==> src/rtl/fcs_pkg.sv <==
// fcs_pkg
// shared definitions for the frame check sequence unit: the lane width
// selector, the CRC-32 start value, the good-frame residue and the number
// of beats an FCS takes at each lane width

package fcs_pkg;

    // lane width of one beat, data is always left-aligned in the byte
    typedef enum logic [1:0] {
        LANE_2 = 2'd0,
        LANE_4 = 2'd1,
        LANE_8 = 2'd2
    } lane_mode_e;

    // the running CRC starts from all ones on every frame
    localparam logic [31:0] CRC_INIT = 32'hFFFF_FFFF;

    // value left in the register after a frame followed by its own
    // complemented FCS, sent most significant bit first
    localparam logic [31:0] CRC_RESIDUE = 32'hC704_DD7B;

    // beats needed to send 32 FCS bits at a given lane width
    function automatic logic [4:0] fcs_beats(input lane_mode_e lane);
        logic [4:0] beats;
        case (lane)
            LANE_2:
            begin
                beats = 5'd16;
            end
            LANE_4:
            begin
                beats = 5'd8;
            end
            default:
            begin
                beats = 5'd4;
            end
        endcase
        return beats;
    endfunction

endpackage
==> src/rtl/fcs_top.sv <==
// fcs_top
// frame check sequence unit for a 2, 4 or 8 bit MAC data stream. It
// generates the FCS that follows each frame and, for frames that
// already carry one, flags good frames and counts bad ones

`timescale 1ns/1ps

module fcs_top #(
    parameter int ERR_CNT_W = 16
) (
    input  logic                 clk,
    input  logic                 reset,
    input  logic                 in_valid,
    input  logic                 in_sof,
    input  logic                 in_eof,
    input  logic [7:0]           in_data,
    input  fcs_pkg::lane_mode_e  mode,
    output logic                 fcs_valid,
    output logic [7:0]           fcs_data,
    output logic                 frame_done,
    output logic                 frame_ok,
    output logic [ERR_CNT_W-1:0] bad_count,
    output logic                 busy
);

    import fcs_pkg::*;

    logic        beat_take;
    logic        beat_first;
    logic        frame_end;
    logic        emit_active;
    lane_mode_e  lane_mode;
    // selected next CRC, on the eof beat this is the final CRC
    logic [31:0] crc_next;

    fcs_ctrl u_ctrl (
        .clk         (clk),
        .reset       (reset),
        .in_valid    (in_valid),
        .in_sof      (in_sof),
        .in_eof      (in_eof),
        .emit_active (emit_active),
        .mode        (mode),
        .beat_take   (beat_take),
        .beat_first  (beat_first),
        .frame_end   (frame_end),
        .busy        (busy),
        .lane_mode   (lane_mode)
    );

    crc_accum u_accum (
        .clk        (clk),
        .reset      (reset),
        .beat_take  (beat_take),
        .beat_first (beat_first),
        .lane_mode  (lane_mode),
        .data       (in_data),
        .crc_next   (crc_next)
    );

    // generator and checker both latch the same final CRC on frame_end
    fcs_emitter u_emitter (
        .clk         (clk),
        .reset       (reset),
        .frame_end   (frame_end),
        .lane_mode   (lane_mode),
        .crc_final   (crc_next),
        .emit_active (emit_active),
        .fcs_valid   (fcs_valid),
        .fcs_data    (fcs_data)
    );

    fcs_check #(
        .ERR_CNT_W (ERR_CNT_W)
    ) u_check (
        .clk        (clk),
        .reset      (reset),
        .frame_end  (frame_end),
        .crc_final  (crc_next),
        .frame_done (frame_done),
        .frame_ok   (frame_ok),
        .bad_count  (bad_count)
    );

endmodule

==> src/rtl/fcs_ctrl.sv <==
// fcs_ctrl
// frame state machine of the FCS unit. It decides which input beats are
// taken, holds the lane mode of the open frame, marks the end of a frame
// and keeps the unit busy while the FCS is being sent

`timescale 1ns/1ps

module fcs_ctrl (
    input  logic               clk,
    input  logic               reset,
    input  logic               in_valid,
    input  logic               in_sof,
    input  logic               in_eof,
    input  logic               emit_active,
    input  fcs_pkg::lane_mode_e mode,
    output logic               beat_take,
    output logic               beat_first,
    output logic               frame_end,
    output logic               busy,
    output fcs_pkg::lane_mode_e lane_mode
);

    import fcs_pkg::*;

    typedef enum logic [1:0] {
        ST_IDLE  = 2'd0,
        ST_FRAME = 2'd1,
        ST_EMIT  = 2'd2
    } state_e;

    state_e     state_q;
    state_e     state_d;
    lane_mode_e mode_q;
    logic       frame_open;
    logic       can_start;

    // --------------------------------------------------
    // beat decisions
    // --------------------------------------------------

    assign frame_open = (state_q == ST_FRAME);
    // the last cycle in the emit state, once the emitter has finished,
    // already counts as idle so a new frame can start right away
    assign can_start  = (state_q == ST_IDLE) || ((state_q == ST_EMIT) && !emit_active);

    // a sof inside an open frame restarts it from scratch
    assign beat_first = in_valid && in_sof && (can_start || frame_open);
    // beats outside a frame and beats during emission fall through here
    assign beat_take  = in_valid && (beat_first || frame_open);
    assign frame_end  = beat_take && in_eof;

    assign busy = (state_q == ST_EMIT) && emit_active;

    // the sof beat itself already needs the new mode, later beats see the
    // latched copy so a mode change mid-frame does nothing
    assign lane_mode = beat_first ? mode : mode_q;

    // --------------------------------------------------
    // state
    // --------------------------------------------------

    always_comb
    begin
        state_d = state_q;
        if (frame_end)
        begin
            state_d = ST_EMIT;
        end
        else if (beat_first)
        begin
            state_d = ST_FRAME;
        end
        else if ((state_q == ST_EMIT) && !emit_active)
        begin
            state_d = ST_IDLE;
        end
    end

    always_ff @(posedge clk)
    begin
        if (reset)
        begin
            state_q <= ST_IDLE;
            mode_q  <= LANE_8;
        end
        else
        begin
            state_q <= state_d;
            if (beat_first)
            begin
                mode_q <= mode;
            end
        end
    end

endmodule

==> src/rtl/fcs_check.sv <==
// fcs_check
// compares the final CRC of a received frame against the fixed residue,
// gives a one-cycle done/good strobe pair and keeps a saturating count of
// frames that failed

`timescale 1ns/1ps

module fcs_check #(
    parameter int ERR_CNT_W = 16
) (
    input  logic                 clk,
    input  logic                 reset,
    input  logic                 frame_end,
    input  logic [31:0]          crc_final,
    output logic                 frame_done,
    output logic                 frame_ok,
    output logic [ERR_CNT_W-1:0] bad_count
);

    import fcs_pkg::*;

    logic crc_match;

    // a frame that carried a correct FCS always leaves the same residue
    assign crc_match = (crc_final == CRC_RESIDUE);

    always_ff @(posedge clk)
    begin
        if (reset)
        begin
            frame_done <= 1'b0;
            frame_ok   <= 1'b0;
            bad_count  <= '0;
        end
        else
        begin
            // both strobes last one cycle and frame_ok is never high alone
            frame_done <= frame_end;
            frame_ok   <= frame_end && crc_match;
            // the counter stops at all ones instead of wrapping
            if (frame_end && !crc_match && !(&bad_count))
            begin
                bad_count <= bad_count + 1'b1;
            end
        end
    end

endmodule

==> src/rtl/fcs_emitter.sv <==
// fcs_emitter
// sends the complemented final CRC of a frame as its FCS, top bits first,
// one lane-width chunk per cycle. The chunk sits left-aligned in the byte
// with the unused low bits at zero

`timescale 1ns/1ps

module fcs_emitter (
    input  logic               clk,
    input  logic               reset,
    input  logic               frame_end,
    input  fcs_pkg::lane_mode_e lane_mode,
    input  logic [31:0]        crc_final,
    output logic               emit_active,
    output logic               fcs_valid,
    output logic [7:0]         fcs_data
);

    import fcs_pkg::*;

    // remaining chunks, zero when nothing is being sent
    logic [4:0]  beat_cnt;
    lane_mode_e  emit_mode;
    // FCS bits not yet sent, always aligned to the top
    logic [31:0] fcs_shift;
    logic [7:0]  chunk;

    always_ff @(posedge clk)
    begin
        if (reset)
        begin
            beat_cnt  <= 5'd0;
            emit_mode <= LANE_8;
        end
        else if (frame_end)
        begin
            // the lane width is captured here so the emission keeps it
            // even if control moves on
            beat_cnt  <= fcs_beats(lane_mode);
            emit_mode <= lane_mode;
        end
        else if (beat_cnt != 5'd0)
        begin
            beat_cnt <= beat_cnt - 5'd1;
        end
    end

    // the FCS is the one's complement of the final CRC
    always_ff @(posedge clk)
    begin
        if (frame_end)
        begin
            fcs_shift <= ~crc_final;
        end
        else if (beat_cnt != 5'd0)
        begin
            case (emit_mode)
                LANE_2:  fcs_shift <= {fcs_shift[29:0], 2'b00};
                LANE_4:  fcs_shift <= {fcs_shift[27:0], 4'b0000};
                default: fcs_shift <= {fcs_shift[23:0], 8'h00};
            endcase
        end
    end

    always_comb
    begin
        case (emit_mode)
            LANE_2:  chunk = {fcs_shift[31:30], 6'b000000};
            LANE_4:  chunk = {fcs_shift[31:28], 4'b0000};
            default: chunk = fcs_shift[31:24];
        endcase
    end

    assign fcs_valid   = (beat_cnt != 5'd0);
    assign emit_active = fcs_valid;
    // the output byte stays at zero between emissions
    assign fcs_data    = fcs_valid ? chunk : 8'h00;

endmodule

==> src/rtl/crc_accum.sv <==
// crc_accum
// running CRC-32 register of the current frame. A first beat is folded
// into the start value instead of the old register, and every taken beat
// loads the next value for the active lane width

`timescale 1ns/1ps

module crc_accum (
    input  logic               clk,
    input  logic               reset,
    input  logic               beat_take,
    input  logic               beat_first,
    input  fcs_pkg::lane_mode_e lane_mode,
    input  logic [7:0]         data,
    output logic [31:0]        crc_next
);

    import fcs_pkg::*;

    logic [31:0] crc_q;
    logic [31:0] crc_seed;
    logic [31:0] next_2b;
    logic [31:0] next_4b;
    logic [31:0] next_8b;

    // a new frame starts from all ones whatever the register still holds
    // from the previous frame
    assign crc_seed = beat_first ? CRC_INIT : crc_q;

    crc32 u_crc32 (
        .data       (data),
        .crc_in     (crc_seed),
        .crc_out_2b (next_2b),
        .crc_out_4b (next_4b),
        .crc_out_8b (next_8b)
    );

    // pick the step that matches the lane width of this frame
    always_comb
    begin
        case (lane_mode)
            LANE_2:  crc_next = next_2b;
            LANE_4:  crc_next = next_4b;
            default: crc_next = next_8b;
        endcase
    end

    // one register update per taken beat, idle cycles hold the value
    always_ff @(posedge clk)
    begin
        if (reset)
        begin
            crc_q <= CRC_INIT;
        end
        else if (beat_take)
        begin
            crc_q <= crc_next;
        end
    end

endmodule

==> src/rtl/crc32.sv <==
// crc32
// combinational next-state logic of the Ethernet CRC-32 (polynomial
// 04C11DB7) for 2, 4 and 8 data bits per step, most significant data bit
// first. Data is left-aligned: 2-bit steps use data[7:6], 4-bit steps use
// data[7:4]. All three results are produced at once and the caller picks
// the one that matches its lane width

`timescale 1ns/1ps

module crc32 (
    input  logic [7:0]  data,
    input  logic [31:0] crc_in,
    output logic [31:0] crc_out_2b,
    output logic [31:0] crc_out_4b,
    output logic [31:0] crc_out_8b
);

    // generator polynomial without the implicit x^32 term
    localparam logic [31:0] CRC_POLY = 32'h04C1_1DB7;

    // --------------------------------------------------
    // single bit step of the LFSR
    // --------------------------------------------------

    // the register shifts left and the polynomial is folded in whenever
    // the bit leaving the top differs from the incoming data bit
    function automatic logic [31:0] crc_bit_step(
        input logic [31:0] crc,
        input logic        din
    );
        logic feedback;
        feedback = crc[31] ^ din;
        return {crc[30:0], 1'b0} ^ (feedback ? CRC_POLY : 32'd0);
    endfunction

    // --------------------------------------------------
    // multi-bit steps
    // --------------------------------------------------

    // each loop unrolls at elaboration into a flat XOR tree, the order
    // of the loop is what makes the top data bit go in first

    // two bits per step, d[1] goes in before d[0]
    function automatic logic [31:0] next_crc_2b(
        input logic [1:0]  d,
        input logic [31:0] crc
    );
        logic [31:0] acc;
        acc = crc;
        for (int i = 1; i >= 0; i--)
        begin
            acc = crc_bit_step(acc, d[i]);
        end
        return acc;
    endfunction

    // four bits per step, d[3] goes in first
    function automatic logic [31:0] next_crc_4b(
        input logic [3:0]  d,
        input logic [31:0] crc
    );
        logic [31:0] acc;
        acc = crc;
        for (int i = 3; i >= 0; i--)
        begin
            acc = crc_bit_step(acc, d[i]);
        end
        return acc;
    endfunction

    // one full byte per step, d[7] goes in first
    function automatic logic [31:0] next_crc_8b(
        input logic [7:0]  d,
        input logic [31:0] crc
    );
        logic [31:0] acc;
        acc = crc;
        for (int i = 7; i >= 0; i--)
        begin
            acc = crc_bit_step(acc, d[i]);
        end
        return acc;
    endfunction

    // --------------------------------------------------
    // outputs
    // --------------------------------------------------

    // the narrow steps only look at the top of the byte, the low bits
    // are ignored in those modes
    assign crc_out_2b = next_crc_2b(data[7:6], crc_in);
    assign crc_out_4b = next_crc_4b(data[7:4], crc_in);
    assign crc_out_8b = next_crc_8b(data, crc_in);

endmodule

==> config.mk <==
export PLATFORM = sky130hd
export DESIGN_NAME = fcs_top
export DESIGN_NICKNAME = d
export VERILOG_FILES = /design/src/rtl/fcs_pkg.sv /design/src/rtl/fcs_top.sv /design/src/rtl/fcs_ctrl.sv /design/src/rtl/fcs_check.sv /design/src/rtl/fcs_emitter.sv /design/src/rtl/crc_accum.sv /design/src/rtl/crc32.sv
export SDC_FILE = /design/constraint.sdc
export NUM_CORES = 1
export LEC_CHECK = 0
export BUFFER_PORTS_ARGS = -buffer_cell sky130_fd_sc_hd__clkbuf_2
export CORE_MARGIN = 3
export CORE_UTILIZATION = 40
export DETAILED_ROUTE_END_ITERATION = 7
export GPL_ROUTABILITY_DRIVEN = 0
export PLACE_DENSITY = 0.55
export SLEW_MARGIN = 20
export SYNTH_ARGS = -nofsm -noshare
export SYNTH_HDL_FRONTEND = slang
export SYNTH_SLANG_ARGS = --single-unit
==> constraint.sdc <==
create_clock -name clk -period 5.3 [get_ports clk]
set_input_delay 0.265 -clock clk [delete_from_list [all_inputs] [get_ports clk]]
set_output_delay 0.265 -clock clk [all_outputs]
set_load 0.05 [all_outputs]
==> results_dict.tcl, run 1 <==
set metrics [dict create \
    status "completed" \
    r2r_slack_ns 0.76 \
    initial_core_util 0.415 \
    crit_chain "inv_1 -> ha_1 -> nor4b_4 -> buf_4 -> a21oi_2 -> nor2_1 -> nor2_1 -> o221ai_1 -> or4b_1 -> or4_4 -> nor4_4 -> buf_4 -> nor2_1 -> mux2_4" \
    numCtsBuffers 9 \
    worstPathArrival_ns 4.79 \
    die_x_um 144 \
    crit_family "simple AND/OR/NAND/NOR gates" \
    worstPathMaxFanout 19 \
    drive_gt1_frac 0.135 \
    required_ns 5.55 \
    peakVddDrop_uv 179 \
    crit_type "flip-flop to flip-flop" \
    fp.dieH_um 144 \
    place.detailed.hpwl_um 18200 \
    ctsResizeCount 0 \
    syn_inst 899 \
    cap_violations 0 \
    post_synth_instance_area_um2 7610 \
    syn_to_final_growth_pct 10.1 \
    grt_max_degree 73 \
    r2r_end "u_check.bad_count[0]" \
    routed_via_density 5.97 \
    grt_util_met2 0.357 \
    cts_tree "done" \
    drtIter0Drc 858 \
    first_global_vias 6352 \
    worst_setup_path_start_kind "flip-flop" \
    cts.path.max_buffers 2 \
    grt_use_met3 0.0433 \
    cts.sink_count 93 \
    grt_use_total 0.243 \
    synth_ff_type "dfxtp_1" \
    num_rows 49 \
    synth_area_leader_cell "dfxtp_1" \
    relSlewSlack 0.315 \
    crit_buf_inv 3 \
    fin_cells 1149 \
    ys.warnings.count 0 \
    hold_viol_final 0 \
    hold_class "input pin to flip-flop" \
    rsz0062_at_grt "false" \
    avgRoutedWirePerCell_um 21.6 \
    antenna_found_initial 0 \
    dp_slack_ns 0.871 \
    avgSynthCellArea_um2 8.46 \
    portBuffers 42 \
    end_kind "flip-flop" \
    ys_types 73 \
    fin_skew_ns 0.0112 \
    cpMaxStageDelayCell "or4_4" \
    netlist.area_leader.share 0.161 \
    cts_hold_buf 0 \
    wirelength_um 24900 \
    clk_pin_slew_ns 0.08 \
    hold_end "u_ctrl.state_q[0]" \
    synth_edf_count 32 \
    grt.overflow.total 0 \
    drtPass1Iterations 5 \
    final-max-slew-violation-count 0 \
    synthTopCellsByArea "dfxtp_1 (16%), edfxtp_1 (13%), xnor2_1 (12%)" \
    setup-violations-final 0 \
    drc 0 \
    fin_ws_ns 0.763 \
    cts_max_level 3 \
    io_pins 43 \
    syn-num-nets 917 \
    clock_latency_ns 0.36 \
    final_antenna_net_count 0 \
    mostFrequentLayoutCell "xnor2_1" \
    power_density_nw_per_um2 480 \
    die_area_um2 20700 \
    reg2reg_depth 14 \
    max_stage_delay_ns 0.56 \
    rr_startpoint "u_emitter.beat_cnt[0]" \
    layout.nets 933 \
    tightest_slew_ns 1.02 \
    synth_seq_cells 93 \
    cts_root_buffer "clkbuf_16" \
    worstHoldStart "in_sof" \
    cts_setup_buffers 0 \
    hold_path_depth 3 \
    antenna_cells 0 \
    async_flop_share 0 \
    grt.busiest_layer "met1" \
    placed_cells 1133 \
    fmax_mhz 220 \
    grt_first_pass_wirelength_um 38600 \
    cpMostUsedCell "nor2_1" \
    final_cell_mix "xnor2_1 (102), nor2_1 (98), nand2_1 (77)" \
    grt_util_met1 0.362 \
    fin_crit_sh 0.856 \
    vias 6864 \
    p_leak_nw 3.14 \
    tns_ns 0 \
    placeableCoreArea_um2 18300 \
    period_needed_ns 4.54 \
    yosysSeqAreaShare 0.287 \
]
-- metal layers --
metal,part of all wire,up-vias
met5,0,-
met4,0.027,0
met3,0.087,46
met2,0.43,346
met1,0.46,3236
li1,-,3236
-- synthesized netlist by cell type, types with 3 or more instances --
cell type	n
mux2i_1	37
buf_2	8
a2111oi_0	4
xor2_1	32
ha_1	3
xnor3_1	15
o31ai_1	3
or2_2	5
inv_1	10
nand4b_1	4
nor3b_1	7
nand4_1	5
nor2_1	98
o21ai_0	57
xnor2_1	102
nand3_1	19
a211o_1	32
nor3_1	18
o211ai_1	12
o32a_1	3
clkbuf_1	58
buf_1	4
nor2b_1	12
nand2_1	77
edfxtp_1	32
or4_1	3
o221ai_1	5
nor4_1	7
mux2_2	10
a211oi_1	12
a21oi_1	40
o32ai_1	3
o22ai_1	10
dfxtp_1	61
nor4b_1	3
and2_0	3
or3_1	12
a22oi_1	5
nand3b_1	5
and3_1	7
and2_1	13
nand2b_1	4
-- where the power goes --
| group | internal, mW | switching (mW) | total (mW) |
|---|---|---|---|
| clock | 0.331 | 0.318 | 0.649 |
| combinational | 0.815 | 1.40 | 2.22 |
| sequential | 0.990 | 0.160 | 1.15 |
| total | 2.14 | 1.88 | 4.02 |
-- worst max-delay path by stage --
stage,start,to,slack (ns),cells past startpoint
2_1_floorplan,u_emitter.beat_cnt[0],u_check.bad_count[0],1.40,14
3_3_place_gp,u_emitter.beat_cnt[0],u_check.bad_count[0],0.89,13
3_5_place_dp,u_emitter.beat_cnt[0],u_check.bad_count[0],0.87,13
4_1_cts,u_emitter.beat_cnt[0],u_check.bad_count[0],0.85,13
5_1_grt,u_emitter.beat_cnt[0],u_check.bad_count[0],0.53,15
6_report,u_emitter.beat_cnt[0],u_check.bad_count[0],0.76,14
-- state kept, by name, summed over array words and instances (netlist names) --
name                 cells
u_accum.crc_q           32
u_check.bad_count       16
u_check.frame_done       1
u_check.frame_ok         1
u_ctrl.mode_q            2
u_ctrl.state_q           2
u_emitter.beat_cnt       5
u_emitter.emit_mode      2
u_emitter.fcs_shift     32
-- metrics by stage --
step            util  hold WS, ns  cell area [um^2]  total power [mW]
2_1_floorplan      -        0.437              7610              2.68
3_3_place_gp   0.441        0.472              8080              3.35
3_5_place_dp   0.441        0.476              8080              3.34
4_1_cts        0.457        0.322              8370              4.00
5_1_grt        0.457        0.354              8370              4.26
6_report       0.457        0.349              8370              4.02
-- area by class of cell --
cell class	count	area (um^2)
flip-flops and latches	93	2180
well taps	229	287
clock buffers	9	225
clock inverters	7	66.3
multi-input cells	723	5100
fillers	1830	9960
repair buffers	76	465
inverters	12	45.0
-- worst reg2reg max path, cell delays in order (launching register included) --
cell and delay, ns:
dfxtp_1 0.33, inv_1 0.07, ha_1 0.22, nor4b_4 0.14, buf_4 0.21, a21oi_2 0.50
nor2_1 0.26, nor2_1 0.39, o221ai_1 0.23, or4b_1 0.55, or4_4 0.56, nor4_4 0.29
buf_4 0.27, nor2_1 0.11, mux2_4 0.30
-- cell families after synthesis --
logic type | synth area share
AOI/OAI and AO/OA | 0.185
xor gates and xnor gates | 0.210
adders and majority gates | 0.00493
buffers and inverters | 0.0433
DFF | 0.287
muxes | 0.0689
and+or+nand+nor | 0.202
(Power assumes the default switching activity.)
==> inputs of run 2 (changes only) <==
- SYNTH_HIERARCHICAL: not set -> 1
==> results_dict.tcl, run 2 <==
set metrics [dict create \
    cts_setup_buffers 0 \
    final_cell_mix "mux2i_1 (71), dfxtp_1 (61), xnor2_1 (54)" \
    final-max-slew-violation-count 0 \
    syn_inst 770 \
    ys.warnings.count 6 \
    worstPathArrival_ns 5.23 \
    period_needed_ns 4.98 \
    power_density_nw_per_um2 516 \
    grt.busiest_layer "met2" \
    vias 5665 \
    grt_use_total 0.187 \
    relSlewSlack 0.362 \
    netlist.area_leader.share 0.156 \
    p_clk_frac 0.152 \
    hold_class "input pin to flip-flop" \
    num_rows 50 \
    placeableCoreArea_um2 19000 \
    yosysSeqAreaShare 0.278 \
    portBuffers 42 \
    setup-violations-final 0 \
    power_mw 4.25 \
    ctsResizeCount 0 \
    mostFrequentLayoutCell "mux2i_1" \
    grt_util_met1 0.256 \
    grt_use_met3 0.0335 \
    rsz0062_at_grt "false" \
    internal_power_mw 2.40 \
    synth_ff_type "dfxtp_1" \
    drtIter0Drc 398 \
    fp.dieH_um 146 \
    cts.sink_count 93 \
    fmax_mhz 201 \
    grt.overflow.total 0 \
    synth_seq_cells 93 \
    switching_share 0.434 \
    crit_type "flip-flop to flip-flop" \
    antenna_cells 0 \
    worst_setup_path_start_kind "flip-flop" \
    ys_types 68 \
    routed_via_density 5.55 \
    status "completed" \
    yosys.cell_count.top_type "mux2i_1" \
    tightest_slew_ns 0.958 \
    p_leak_nw 3.35 \
    cts_max_level 3 \
    initial_core_util 0.414 \
    synthTopCellsByArea "dfxtp_1 (16%), edfxtp_1 (12%), mux2i_1 (9.1%)" \
    cts_tree "done" \
    final_antenna_net_count 0 \
    fin_crit_sh 0.939 \
    end_kind "flip-flop" \
    place.detailed.hpwl_um 14400 \
    antenna_found_initial 0 \
    cap_violations 0 \
    clock_latency_ns 0.36 \
    cts_hold_buf 0 \
    placed_cell_area_um2 7950 \
    syn_to_final_growth_pct 4.96 \
    fillers 1766 \
    avgRoutedWirePerCell_um 19.7 \
    drtPass1Iterations 5 \
    layout.nets 773 \
    grt_max_degree 69 \
    wirelength_um 20100 \
    cts_root_buffer "clkbuf_16" \
    clk_pin_slew_ns 0.08 \
    hold_viol_final 0 \
    switchingPower_mw 1.84 \
    dp_slack_ns 0.237 \
    fin_area_um2 8230 \
    peakVddDrop_uv 209 \
    async_flop_share 0 \
    cts.path.max_buffers 2 \
    pwr-share-seq 0.274 \
    first_global_vias 5482 \
    yosys-top-cells-count "mux2i_1 (71), dfxtp_1 (61), xnor2_1 (54), inv_1 (42), buf_4 (38)" \
    avgSynthCellArea_um2 10.2 \
    numCtsBuffers 9 \
    grt_first_pass_wirelength_um 32000 \
    drive_gt1_frac 0.269 \
    tns_ns 0 \
    synth_edf_count 32 \
    required_ns 5.55 \
    top_regs "u_accum/crc_q x32, u_emitter/fcs_shift x32, u_check/bad_count x16" \
    drc 0 \
    syn-num-nets 787 \
    synth_area_leader_cell "dfxtp_1" \
    worstPathMaxFanout 22 \
    die_x_um 146 \
    fin_hold_ws_ns 0.167 \
    fin_skew_ns 0.0125 \
    p_comb_frac 0.574 \
    fin_ws_ns 0.323 \
    die_area_um2 21300 \
    io_pins 43 \
    post_synth_instance_area_um2 7840 \
    grt_util_met2 0.298 \
]
==> run 2: kinds of logic (layout without fill, tap and decap cells) <==
group	Yosys count	after routing	share of synthesized area
flip-flops	93	93	0.278
buffers and inverters	128	119	0.0952
AO/OA/AOI/OAI	116	116	0.116
XOR/XNOR	97	97	0.169
multiplexers	102	102	0.137
adder cells (fa/ha/maj)	2	2	0.00319
AND/OR/NAND/NOR	232	232	0.201
==> run 2: critical path, cell delays in order (launching register included) <==
cell      delay, ns
dfxtp_1        0.34
inv_1          0.07
ha_1           0.20
or4b_1         0.50
o21ai_2        0.22
and3_2         0.30
buf_4          0.19
or2_2          0.22
xor2_2         0.31
xnor3_1        0.53
xnor2_1        0.15
mux2i_1        0.26
mux2i_1        0.24
nand4b_1       0.26
nor4_1         0.25
nor2b_1        0.19
buf_4          0.26
nor3b_1        0.10
mux2_2         0.28
==> run 2: metrics by stage <==
step / instances / util
after detailed placement: 1005 / 0.419
after global placement: 1005 / 0.419
after global routing: 1021 / 0.434
after CTS: 1021 / 0.434
after floorplan: 770 / -
final: 1021 / 0.434
==> run 2: power by group through the flow <==
stage / clock network (mW) / registers, mW / logic (mW)
detailed placement: 0 / 1.17 / 2.42
floorplan: 0 / 1.12 / 1.97
global placement: 0 / 1.17 / 2.42
CTS: 0.664 / 1.16 / 2.43
global route: 0.695 / 1.19 / 2.62
finish: 0.645 / 1.16 / 2.44
==> run 2: layout make-up <==
| class | count | area (um^2) | area share |
|---|---|---|---|
| Multi-Input combinational cell | 549 | 4920 | 0.598 |
| Sequential cell | 93 | 2180 | 0.265 |
| Timing Repair Buffer | 60 | 358 | 0.0435 |
| Tap cell | 260 | 325 | 0.0395 |
| Clock buffer | 10 | 229 | 0.0278 |
| Inverter | 43 | 161 | 0.0196 |
| Clock inverter | 6 | 53.8 | 0.00653 |
==> run 2: per-layer routing <==
metal,part of all wire,vias up
met5,0,-
met2,0.47,127
met3,0.040,32
met1,0.47,2766
li1,-,2740
met4,0.025,0
==> run 2: final timing paths <==
check	endpoint	from	slack (ns)	cells past startpoint
setup / recovery	u_check/bad_count[11]	u_emitter/beat_cnt[0]	0.32	18
hold / removal	u_ctrl/mode_q[0]	mode[0]	0.17	3
setup reg to reg	u_check/bad_count[11]	u_emitter/beat_cnt[0]	0.32	18
hold reg to reg	u_ctrl/mode_q[0]	u_ctrl/mode_q[0]	0.48	2
